==> config.mk <==
export PLATFORM = sky130hd
export DESIGN_NAME = store_queue_top
export DESIGN_NICKNAME = d
export VERILOG_FILES = /design/src/sq_pkg.sv /design/src/sq_capture_if.sv /design/src/sq_ctrl_if.sv /design/src/sq_capture.sv /design/src/sq_commit_port.sv /design/src/sq_control.sv /design/src/sq_entry_array.sv /design/src/store_queue_top.sv
export SDC_FILE = /design/constraint.sdc
export NUM_CORES = 2
export LEC_CHECK = 0
export ABC_AREA = 1
export BUFFER_PORTS_ARGS = -buffer_cell sky130_fd_sc_hd__buf_2
export CAP_MARGIN = 30
export CELL_PAD_IN_SITES_DETAIL_PLACEMENT = 0
export CELL_PAD_IN_SITES_GLOBAL_PLACEMENT = 1
export CORE_MARGIN = 5
export CORE_UTILIZATION = 36
export DETAILED_ROUTE_END_ITERATION = 7
export HOLD_SLACK_MARGIN = 0.12
export PLACE_DENSITY_LB_ADDON = 0.3
export SYNTH_ARGS = -nofsm -noshare
export SYNTH_HDL_FRONTEND = slang
export SYNTH_SLANG_ARGS = --single-unit
==> constraint.sdc <==
create_clock -name clock -period 4.6 [get_ports clock]
set_clock_uncertainty 0.1 [all_clocks]
set_input_delay 0.46 -clock clock [delete_from_list [all_inputs] [get_ports clock]]
set_output_delay 0.46 -clock clock [all_outputs]
set_load 0.01 [all_outputs]
==> src/sq_pkg.sv <==
// Store queue shared types
package sq_pkg;

    // access width of a store, as seen by the data cache
    typedef enum logic [1:0] {
        MEM_BYTE = 2'd0,
        MEM_HALF = 2'd1,
        MEM_WORD = 2'd2
    } mem_size_t;

    // store value
    // holds the producer's PRF tag in its low bits until the CDB fills it
    typedef logic [31:0] data_t;

    // store address
    typedef logic [15:0] addr_t;

    // fields of the head entry needed by the data-cache write port
    typedef struct packed {
        mem_size_t size;
        data_t     data;
        addr_t     addr;
    } sq_head_t;

endpackage

==> src/sq_capture_if.sv <==
// Entry array to capture unit link
`timescale 1ns/10ps

interface sq_capture_if #(
    parameter type payload_t = logic [31:0],
    parameter int  TAG_BITS  = 6,
    parameter int  SQ_DEPTH  = 8
);

    // per entry tag to compare against the bus
    logic [SQ_DEPTH-1:0][TAG_BITS-1:0] entry_tag;
    // entry valid and field still waiting
    logic [SQ_DEPTH-1:0]               entry_pending;

    logic [SQ_DEPTH-1:0]               hit;
    payload_t [SQ_DEPTH-1:0]           fill_value;

    modport array (
        output entry_tag,
        output entry_pending,
        input  hit,
        input  fill_value
    );

    modport capture (
        input  entry_tag,
        input  entry_pending,
        output hit,
        output fill_value
    );

endinterface

==> src/sq_ctrl_if.sv <==
// Store queue control bundle
`timescale 1ns/10ps

interface sq_ctrl_if #(
    parameter int WAYS     = 2,
    parameter int SQ_DEPTH = 8
);

    // one-hot slot per dispatch way, zero when the way is idle
    logic [WAYS-1:0][SQ_DEPTH-1:0] alloc_slot;
    // one-hot head pointer
    logic [SQ_DEPTH-1:0]           head_slot;
    logic                          commit_fire;
    logic                          flush;

    modport control (
        output alloc_slot,
        output head_slot,
        output commit_fire,
        output flush
    );

    modport array (
        input alloc_slot,
        input head_slot,
        input commit_fire,
        input flush
    );

    modport drain (
        input head_slot,
        input commit_fire,
        input flush
    );

endinterface

==> src/sq_capture.sv <==
// Broadcast tag matcher
`timescale 1ns/10ps

module sq_capture #(
    parameter type payload_t = logic [31:0],
    parameter int  TAG_BITS  = 6,
    parameter int  WAYS      = 2,
    parameter int  SQ_DEPTH  = 8
) (
    input  logic [WAYS-1:0]                bus_valid,
    input  logic [WAYS-1:0][TAG_BITS-1:0]  bus_tag,
    input  payload_t [WAYS-1:0]            bus_payload,
    sq_capture_if.capture                  cap
);

    logic [SQ_DEPTH-1:0][WAYS-1:0] match;

    // every bus way against every waiting entry
    always_comb begin
        for (int e = 0; e < SQ_DEPTH; e++) begin
            for (int w = 0; w < WAYS; w++) begin
                match[e][w] = bus_valid[w] && cap.entry_pending[e]
                              && (bus_tag[w] == cap.entry_tag[e]);
            end
        end
    end

    // scan downward so the lowest matching way is the one kept
    always_comb begin
        for (int e = 0; e < SQ_DEPTH; e++) begin
            cap.hit[e]        = |match[e];
            cap.fill_value[e] = '0;
            for (int w = WAYS - 1; w >= 0; w--) begin
                if (match[e][w]) begin
                    cap.fill_value[e] = bus_payload[w];
                end
            end
        end
    end

endmodule

==> src/sq_commit_port.sv <==
// Data-cache write port
`timescale 1ns/10ps

module sq_commit_port
    import sq_pkg::*;
(
    input  logic       clock,
    input  logic       reset,
    sq_ctrl_if.drain   ctrl,
    input  sq_head_t   head_entry,
    output logic       write_en,
    output addr_t      write_addr,
    output data_t      write_data,
    output mem_size_t  write_size
);

    // single-cycle pulse after each commit
    always_ff @(posedge clock) begin
        if (reset || ctrl.flush) begin
            write_en <= 1'b0;
        end else begin
            write_en <= ctrl.commit_fire;
        end
    end

    // head fields sampled before the array clears the slot
    always_ff @(posedge clock) begin
        if (ctrl.commit_fire) begin
            write_addr <= head_entry.addr;
            write_data <= head_entry.data;
            write_size <= head_entry.size;
        end
    end

endmodule

==> src/sq_control.sv <==
// Store queue pointer control
`timescale 1ns/10ps

module sq_control #(
    parameter int WAYS     = 2,
    parameter int SQ_DEPTH = 8
) (
    input  logic                          clock,
    input  logic                          reset,
    input  logic                          except,
    input  logic                          commit,
    input  logic [WAYS-1:0]               enable,
    sq_ctrl_if.control                    ctrl,
    output logic [$clog2(SQ_DEPTH):0]     num_free,
    output logic [$clog2(SQ_DEPTH)-1:0]   sq_head,
    output logic [$clog2(SQ_DEPTH)-1:0]   sq_tail
);

    localparam int IDX_BITS = $clog2(SQ_DEPTH);
    localparam int CNT_BITS = IDX_BITS + 1;

    logic [SQ_DEPTH-1:0]           head_oh;
    logic [SQ_DEPTH-1:0]           tail_oh;
    logic [WAYS:0][SQ_DEPTH-1:0]   tail_chain;
    logic [CNT_BITS-1:0]           num_disp;

    function automatic logic [SQ_DEPTH-1:0] rotl(input logic [SQ_DEPTH-1:0] v);
        return {v[SQ_DEPTH-2:0], v[SQ_DEPTH-1]};
    endfunction

    function automatic logic [IDX_BITS-1:0] to_idx(input logic [SQ_DEPTH-1:0] oh);
        logic [IDX_BITS-1:0] idx;
        idx = '0;
        for (int i = 0; i < SQ_DEPTH; i++) begin
            if (oh[i]) begin
                idx = idx | IDX_BITS'(i);
            end
        end
        return idx;
    endfunction

    // each enabled way takes the slot after the previous way's
    always_comb begin
        tail_chain[0] = tail_oh;
        num_disp      = '0;
        for (int w = 0; w < WAYS; w++) begin
            tail_chain[w+1]    = enable[w] ? rotl(tail_chain[w]) : tail_chain[w];
            ctrl.alloc_slot[w] = enable[w] ? tail_chain[w] : '0;
            num_disp           = num_disp + CNT_BITS'(enable[w]);
        end
    end

    // an exception overrides a commit in the same cycle
    assign ctrl.commit_fire = commit && !except;
    assign ctrl.flush       = except;
    assign ctrl.head_slot   = head_oh;

    always_ff @(posedge clock) begin
        if (reset || except) begin
            head_oh  <= SQ_DEPTH'(1);
            tail_oh  <= SQ_DEPTH'(1);
            num_free <= CNT_BITS'(SQ_DEPTH);
        end else begin
            if (ctrl.commit_fire) begin
                head_oh <= rotl(head_oh);
            end
            tail_oh  <= tail_chain[WAYS];
            num_free <= num_free - num_disp + CNT_BITS'(ctrl.commit_fire);
        end
    end

    // binary view for debug
    assign sq_head = to_idx(head_oh);
    assign sq_tail = to_idx(tail_oh);

endmodule

==> src/sq_entry_array.sv <==
// Store queue entry storage
`timescale 1ns/10ps

module sq_entry_array
    import sq_pkg::*;
#(
    parameter int WAYS      = 2,
    parameter int SQ_DEPTH  = 8,
    parameter int ROB_DEPTH = 32,
    parameter int PRF_DEPTH = 64
) (
    input  logic                                clock,
    input  logic                                reset,
    sq_ctrl_if.array                            ctrl,
    input  mem_size_t [WAYS-1:0]                size,
    input  data_t [WAYS-1:0]                    data,
    input  logic [WAYS-1:0]                     data_ready,
    input  logic [WAYS-1:0][$clog2(ROB_DEPTH)-1:0] rob_idx,
    sq_capture_if.array                         data_cap,
    sq_capture_if.array                         addr_cap,
    output sq_head_t                            head_entry
);

    localparam int ROB_BITS = $clog2(ROB_DEPTH);
    localparam int PRF_BITS = $clog2(PRF_DEPTH);

    // control flags
    logic [SQ_DEPTH-1:0]                valid;
    logic [SQ_DEPTH-1:0]                data_valid;
    logic [SQ_DEPTH-1:0]                addr_valid;

    // payload
    mem_size_t [SQ_DEPTH-1:0]           size_q;
    logic [SQ_DEPTH-1:0][ROB_BITS-1:0]  rob_q;
    data_t [SQ_DEPTH-1:0]               data_q;
    addr_t [SQ_DEPTH-1:0]               addr_q;

    // dispatch fields steered to their allocated slots
    logic [SQ_DEPTH-1:0]                alloc_any;
    logic [SQ_DEPTH-1:0]                alloc_ready;
    mem_size_t [SQ_DEPTH-1:0]           alloc_size;
    logic [SQ_DEPTH-1:0][ROB_BITS-1:0]  alloc_rob;
    data_t [SQ_DEPTH-1:0]               alloc_data;

    always_comb begin
        for (int e = 0; e < SQ_DEPTH; e++) begin
            alloc_any[e]   = 1'b0;
            alloc_ready[e] = 1'b0;
            alloc_size[e]  = MEM_BYTE;
            alloc_rob[e]   = '0;
            alloc_data[e]  = '0;
            for (int w = 0; w < WAYS; w++) begin
                if (ctrl.alloc_slot[w][e]) begin
                    alloc_any[e]   = 1'b1;
                    alloc_ready[e] = data_ready[w];
                    alloc_size[e]  = size[w];
                    alloc_rob[e]   = rob_idx[w];
                    alloc_data[e]  = data[w];
                end
            end
        end
    end

    // tags and pending flags for the two capture units
    always_comb begin
        for (int e = 0; e < SQ_DEPTH; e++) begin
            data_cap.entry_tag[e]     = data_q[e][PRF_BITS-1:0];
            data_cap.entry_pending[e] = valid[e] && !data_valid[e];
            addr_cap.entry_tag[e]     = rob_q[e];
            addr_cap.entry_pending[e] = valid[e] && !addr_valid[e];
        end
    end

    always_ff @(posedge clock) begin
        if (reset || ctrl.flush) begin
            valid      <= '0;
            data_valid <= '0;
            addr_valid <= '0;
        end else begin
            for (int e = 0; e < SQ_DEPTH; e++) begin
                if (alloc_any[e]) begin
                    valid[e]      <= 1'b1;
                    data_valid[e] <= alloc_ready[e];
                    addr_valid[e] <= 1'b0;
                end else if (ctrl.commit_fire && ctrl.head_slot[e]) begin
                    valid[e]      <= 1'b0;
                    data_valid[e] <= 1'b0;
                    addr_valid[e] <= 1'b0;
                end else begin
                    if (data_cap.hit[e]) begin
                        data_valid[e] <= 1'b1;
                    end
                    if (addr_cap.hit[e]) begin
                        addr_valid[e] <= 1'b1;
                    end
                end
            end
        end
    end

    // hits only land on valid entries, never on a slot being allocated
    always_ff @(posedge clock) begin
        for (int e = 0; e < SQ_DEPTH; e++) begin
            if (alloc_any[e]) begin
                size_q[e] <= alloc_size[e];
                rob_q[e]  <= alloc_rob[e];
                data_q[e] <= alloc_data[e];
            end else if (data_cap.hit[e]) begin
                data_q[e] <= data_cap.fill_value[e];
            end
            if (addr_cap.hit[e]) begin
                addr_q[e] <= addr_cap.fill_value[e];
            end
        end
    end

    // head select
    always_comb begin
        head_entry = '0;
        for (int e = 0; e < SQ_DEPTH; e++) begin
            if (ctrl.head_slot[e]) begin
                head_entry.size = size_q[e];
                head_entry.data = data_q[e];
                head_entry.addr = addr_q[e];
            end
        end
    end

endmodule

==> src/store_queue_top.sv <==
// Store queue top level
`timescale 1ns/10ps

module store_queue_top
    import sq_pkg::*;
#(
    parameter int WAYS      = 2,
    parameter int SQ_DEPTH  = 8,
    parameter int ROB_DEPTH = 32,
    parameter int PRF_DEPTH = 64
) (
    input  logic                                    clock,
    input  logic                                    reset,
    input  logic                                    except,
    input  logic                                    commit,
    // dispatch
    input  logic [WAYS-1:0]                         disp_enable,
    input  mem_size_t [WAYS-1:0]                    disp_size,
    input  data_t [WAYS-1:0]                        disp_data,
    input  logic [WAYS-1:0]                         disp_data_ready,
    input  logic [WAYS-1:0][$clog2(ROB_DEPTH)-1:0]  disp_rob_idx,
    // common data bus
    input  logic [WAYS-1:0]                         cdb_valid,
    input  logic [WAYS-1:0][$clog2(PRF_DEPTH)-1:0]  cdb_tag,
    input  data_t [WAYS-1:0]                        cdb_data,
    // address ALU
    input  logic [WAYS-1:0]                         alu_valid,
    input  logic [WAYS-1:0][$clog2(ROB_DEPTH)-1:0]  alu_rob_idx,
    input  addr_t [WAYS-1:0]                        alu_addr,
    // data cache
    output logic                                    write_en,
    output addr_t                                   write_addr,
    output data_t                                   write_data,
    output mem_size_t                               write_size,
    // stall logic and debug
    output logic [$clog2(SQ_DEPTH):0]               num_free,
    output logic [$clog2(SQ_DEPTH)-1:0]             sq_head,
    output logic [$clog2(SQ_DEPTH)-1:0]             sq_tail
);

    localparam int ROB_BITS = $clog2(ROB_DEPTH);
    localparam int PRF_BITS = $clog2(PRF_DEPTH);

    sq_head_t head_entry;

    sq_ctrl_if #(.WAYS(WAYS), .SQ_DEPTH(SQ_DEPTH)) ctrl_if ();

    sq_capture_if #(
        .payload_t(data_t), .TAG_BITS(PRF_BITS), .SQ_DEPTH(SQ_DEPTH)
    ) data_cap_if ();

    sq_capture_if #(
        .payload_t(addr_t), .TAG_BITS(ROB_BITS), .SQ_DEPTH(SQ_DEPTH)
    ) addr_cap_if ();

    sq_control #(.WAYS(WAYS), .SQ_DEPTH(SQ_DEPTH)) u_control (
        .clock    (clock),
        .reset    (reset),
        .except   (except),
        .commit   (commit),
        .enable   (disp_enable),
        .ctrl     (ctrl_if.control),
        .num_free (num_free),
        .sq_head  (sq_head),
        .sq_tail  (sq_tail)
    );

    sq_entry_array #(
        .WAYS(WAYS), .SQ_DEPTH(SQ_DEPTH), .ROB_DEPTH(ROB_DEPTH), .PRF_DEPTH(PRF_DEPTH)
    ) u_entries (
        .clock      (clock),
        .reset      (reset),
        .ctrl       (ctrl_if.array),
        .size       (disp_size),
        .data       (disp_data),
        .data_ready (disp_data_ready),
        .rob_idx    (disp_rob_idx),
        .data_cap   (data_cap_if.array),
        .addr_cap   (addr_cap_if.array),
        .head_entry (head_entry)
    );

    // CDB fills the data field, matched on the PRF tag
    sq_capture #(
        .payload_t(data_t), .TAG_BITS(PRF_BITS), .WAYS(WAYS), .SQ_DEPTH(SQ_DEPTH)
    ) u_cdb_capture (
        .bus_valid   (cdb_valid),
        .bus_tag     (cdb_tag),
        .bus_payload (cdb_data),
        .cap         (data_cap_if.capture)
    );

    // address ALU fills the address, matched on the ROB index
    sq_capture #(
        .payload_t(addr_t), .TAG_BITS(ROB_BITS), .WAYS(WAYS), .SQ_DEPTH(SQ_DEPTH)
    ) u_alu_capture (
        .bus_valid   (alu_valid),
        .bus_tag     (alu_rob_idx),
        .bus_payload (alu_addr),
        .cap         (addr_cap_if.capture)
    );

    sq_commit_port u_commit (
        .clock      (clock),
        .reset      (reset),
        .ctrl       (ctrl_if.drain),
        .head_entry (head_entry),
        .write_en   (write_en),
        .write_addr (write_addr),
        .write_data (write_data),
        .write_size (write_size)
    );

endmodule

; ---- After elaboration in Yosys (flattened, before gate mapping)
; Index checks and enable logic that the tools add are counted.
[classes]
addsub = 3
n_eq_ne = 32
muxes = 194
reduce_logical = 155
[ops]
columns = op, count
row1 = $mux 32, 48
row2 = $mux 50, 8
row3 = $mux 16, 16
row4 = $eq 6x6->1, 16
row5 = $logic_and 1x1->1, 89
row6 = $eq 5x5->1, 16
row7 = $mux 5, 16
row8 = $mux 1, 74
row9 = $mux 2, 20
row10 = $mux 8, 4
row11 = $reduce_bool 2->1, 16
row12 = $reduce_or 2->1, 16
row13 = $mux 3, 8
row14 = $reduce_bool 3->1, 8
row15 = $reduce_or 3->1, 8
row16 = $logic_not 1->1, 17
row17 = $add 4x1->4, 1
row18 = $sub 4x4->4, 1
row19 = $add 1x1->2, 1
row20 = $logic_or 1x1->1, 1
[totals]
register_bits = 535
input_bits = 208
out_inout_bits = 61
elab_cells = 447

; ---- Longest topological paths before layout
[depth]
word_depth = 8
mapped_depth = 12
mapped_depth_nobuf = 11

; ---- Cells and area by module
; A second synthesis with hierarchy kept.
[hier_totals]
cells_unflattened = 4821
hier_area_um2 = 38050.2
[by_module_without_submodules]
columns = module, instances, cells_each, area_per_inst_um2, seq_area_each_um2
row1 = sq_entry_array, 1, 2406, 23722.8, 13693.1
row2 = sq_capture at u_cdb_capture, 1, 1365, 7378.3, 0.0
row3 = sq_capture at u_alu_capture, 1, 844, 4335.4, 0.0
row4 = sq_commit_port, 1, 54, 1535.2, 1521.5
row5 = sq_control, 1, 152, 1078.5, 400.4

; ---- Worst setup path after synthesis
; Ideal clock, no wire load.
[synth_timing]
path_kind = input to register
start = input port cdb_tag[5] (netlist name)
end = register u_entries.data_q (netlist bit u_entries.data_cap.entry_tag[12]), enable pin
setup_time_ps = 629
t_arrival_ps = 2149
required_ps = 3871
setup_slack_ps = 1722
cell_stages = 10
n_path_buf = 2
path_cell_list = buf_4 -> inv_2 -> nand2_1 -> nand2_1 -> nor2_1 -> nand2_1 -> nor2_2 -> inv_2 -> buf_2 -> nand4_1
[synth_via]
elab_chain_len = 4
[synth_rtl]
columns = item, line
row1 = from (decl), store_queue_top.sv:24  ; input logic [WAYS-1:0][$clog2(PRF_DEPTH)-1:0] cdb_tag,
row2 = $eq 6x6->1, sq_capture.sv:23  ; && (bus_tag[w] == cap.entry_tag[e]);
row3 = $logic_and 1x1->1, sq_capture.sv:23
row4 = $reduce_or 2->1, sq_capture.sv:31  ; cap.hit[e] = |match[e];
row5 = $reduce_bool 2->1 (no source line), -
row6 = "to (signal, indexed assignment)", sq_entry_array.sv:107  ; data_q[e] <= alloc_data[e];
row7 = "to (signal, indexed assignment)", sq_entry_array.sv:109  ; data_q[e] <= data_cap.fill_value[e];
row8 = to (decl), sq_entry_array.sv:35  ; data_t [SQ_DEPTH-1:0] data_q;
; Every way passes these cells.
; A chain may end at the register's enable or synchronous reset.

; ---- Worst setup path in the final report
[layout_timing]
start = register u_control.head_oh[7], in the netlist u_control.ctrl.head_slot[7]
end = output port sq_head[0]
[layout_via]
elab_chain_len = 1
[layout_rtl]
columns = item, line
row1 = from (decl), sq_control.sv:22  ; logic [SQ_DEPTH-1:0] head_oh;
row2 = from (signal assigned), sq_control.sv:65  ; head_oh <= rotl(head_oh);
row3 = $mux 3, sq_control.sv:35  ; if (oh[i]) begin
row4 = to (decl), store_queue_top.sv:37  ; output logic [$clog2(SQ_DEPTH)-1:0] sq_head,
; Every way passes these cells.

==> flow_summary.yaml <==
timing:
  clock.fmax_ghz: 0.311
  rsz0062_at_grt: "false"
  worstMarginPinSlew_ns: 1.10
  slew_violations: 0
  hold_ws_ns: 0.149
  relSlewSlack: 0.269
  post-route-period-util: 0.700
  setup_violations: 0
  final.setup.tns_ns: 0
  hold_viol_final: 0
  finalCriticalPeriod_ns: 3.22
yosys:
  synth_nets: 5546
  synthMuxAreaShare: 0
  synth_compound_area_frac: 0.138
  ys_ff_latch: 535
  seq_area_frac_synth: 0.420
  synth.avg_cell_area_um2: 6.97
  synth_top_family_by_area: "simple AND/OR/NAND/NOR gates"
  yosysUniqueCellTypes: 45
  yosys.area_share.simple: 0.310
  syn_area_um2: 37100
  synthAdderAreaFrac: 0.00256
  syn_inst: 5331
  yosysWarnings: 0
  synthXorXnorAreaFrac: 0.0125
  synth_ff_type: "edfxtp_1"
  async_reset_ff_frac: 0
  synth_edf_count: 490
global_routing:
  grt_max_degree: 85
  grt_pass1_vias: 36000
  grt_usage: 0.309
  grt_pass1_wl_um: 254000
  grt_antenna_before_repair: 12
  grt_overflow: 0
critical_path:
  startpoint_type: "flip-flop"
  worstPathMaxFanout: 52
  crit_path_end_kind: "output pin"
  crit_type: "reg -> out"
  worstPathArrival_ns: 2.66
  worst-endpoint-required_ns: 4.04
clock_tree:
  clock_latency_ns: 0.66
  clock-sinks: 535
  hold_buffers: 20
  path_clk_slew_ns: 0.06
  h-tree-depth: 3
  cts_tree: "done"
  clock-root-buffer: "clkbuf_16"
  post_cts_buffers: 0
  cts_buffers: 68
  ctsResizeCount: 0
  clock_path_buffers: 3
finish:
  final_common_cell: "nand2_1"
  layout_common_cells: "nand2_1 (1,614), nand3_1 (762), inv_1 (561)"
  fin_nets: 5570
  syn_to_final_growth_pct: 12.6
  final_area_um2: 41800
  drive_gt1_frac: 0.109
  regArea_um2: 15600
  multi_input_area_um2: 17400
  fillers: 10800
pwr:
  leakage_uw: 0.0189
  ir_drop_v: 0.000254
  p_per_area_nw_per_um2: 293
placement:
  place_hpwl_um: 112000
  place_area_um2: 39400
  io_buffer_count: 268
  routabilityCongestion: 0.972
floorplan:
  initial_core_util: 0.364
  rows: 117
  core-area_um2: 102000
  die_h_um: 331
  die_w_um: 331
  ios: 269
  die-area_um2: 110000
job:
  cap_violations: 0
routing:
  drtIter0Drc: 4780
  drtPass1Iterations: 6
  viasPerCell: 5.66
  postRouteAntennaNets: 0
  wl_per_cell_um: 26.2
  routed_wl_um: 178000
  routed-via-count: 38400
  drc_errors: 0
status:
  status: "completed"
min_path:
  min_path_type: "in -> reg"
per-layer routing:
metal / vias to the layer above / GRT usage / part of all wire
li1: 17600 / - / -
met1: 17800 / 0.394 / 0.39
met2: 2409 / 0.498 / 0.45
met3: 549 / 0.0637 / 0.10
met4: 6 / 0.157 / 0.057
met5: - / 0 / 0.00028
flip-flops by register name, summed over array words and instances (netlist names):
signal,count
u_commit.write_data,32
u_commit.write_addr,16
u_entries.size_q,16
u_entries.addr_cap.entry_tag,40
u_commit.write_en,1
u_entries.data_valid,8
u_control.ctrl.head_slot,8
u_control.num_free,4
u_entries.valid,8
u_entries.data_cap.entry_tag,48
u_entries.data_q,208
u_control.tail_oh,8
u_entries.addr_valid,8
u_entries.addr_q,128
u_commit.write_size,2
cell usage after synthesis, types with 2 or more instances:
cell type,number,area share
a22oi_1,17,0.0034
nand2_1,1619,0.16
nor3_2,4,0.0011
nand2_2,15,0.0025
nor2_1,218,0.022
a31oi_1,3,0.00051
clkinv_1,3,0.00030
ha_1,6,0.0020
o21ai_1,45,0.0061
nand3_1,768,0.10
nor3_1,10,0.0013
a21oi_1,331,0.045
nand3b_1,8,0.0016
xor2_1,30,0.0071
o21ai_0,494,0.067
xnor2_1,23,0.0054
o22ai_1,11,0.0019
o211ai_1,34,0.0069
buf_4,21,0.0042
nor2_2,14,0.0024
inv_1,570,0.058
inv_2,24,0.0024
clkbuf_1,168,0.017
o21ai_2,2,0.00047
buf_1,29,0.0029
buf_6,6,0.0018
nor3b_1,2,0.00040
or2_2,3,0.00051
a221oi_1,33,0.0078
dfxtp_1,45,0.024
buf_2,186,0.025
clkbuf_2,36,0.0049
edfxtp_1,490,0.40
nand4_1,52,0.0088
cell families (layout without fill, tap and decap cells):
logic type	after synthesis	after routing
flops	535	535
other cells	0	8
xor+xnor	53	53
fa+ha+maj	7	7
compound gates	971	971
buf+inv	1044	1123
simple gates	2721	2721
report_power, final:
group,switching [uW],internal [uW],leakage [uW]
registers,76.6,5410,0.00502
logic,992,352,0.0128
clock network,2390,3050,0.00107
stage by stage:
stage	util	instances	power [uW]	worst slack [ns]
final	0.409	6786	12300	1.38
after global routing	0.409	6780	12600	1.36
after CTS	0.409	6777	12300	1.44
after detailed placement	0.385	6632	6880	1.52
after global placement	0.384	6624	6880	1.56
after floorplan	-	5331	6320	1.72
final timing paths:
path	start	to	slack (ns)	cells after the start
worst max-delay path	u_control.ctrl.head_slot[7]	sq_head[0]	1.38	4
worst min-delay path	alu_addr[24]	u_entries.addr_q[24]	0.15	3
worst max register to register	u_entries.data_cap.entry_tag[29]	u_entries.data_q[141]	1.69	8
worst min register to register	u_entries.data_q[250]	u_commit.write_data[26]	0.41	2
cell type report:
cell class	instances	area share
sequential	535	0.374
antenna	8	0.000479
inverter	598	0.0538
timing repair buffer	400	0.0614
clock inverter	37	0.00996
tap	1368	0.0409
clock buffer	88	0.0429
multi-input combinational	3752	0.417
worst max-delay path: stages, from the launching register on:
cell     delay (ns)
dfxtp_4        0.77
buf_4          0.71
nor2_1         0.08
nand3_1        0.22
buf_2          0.19
Power figures use the tool's default switching activity.
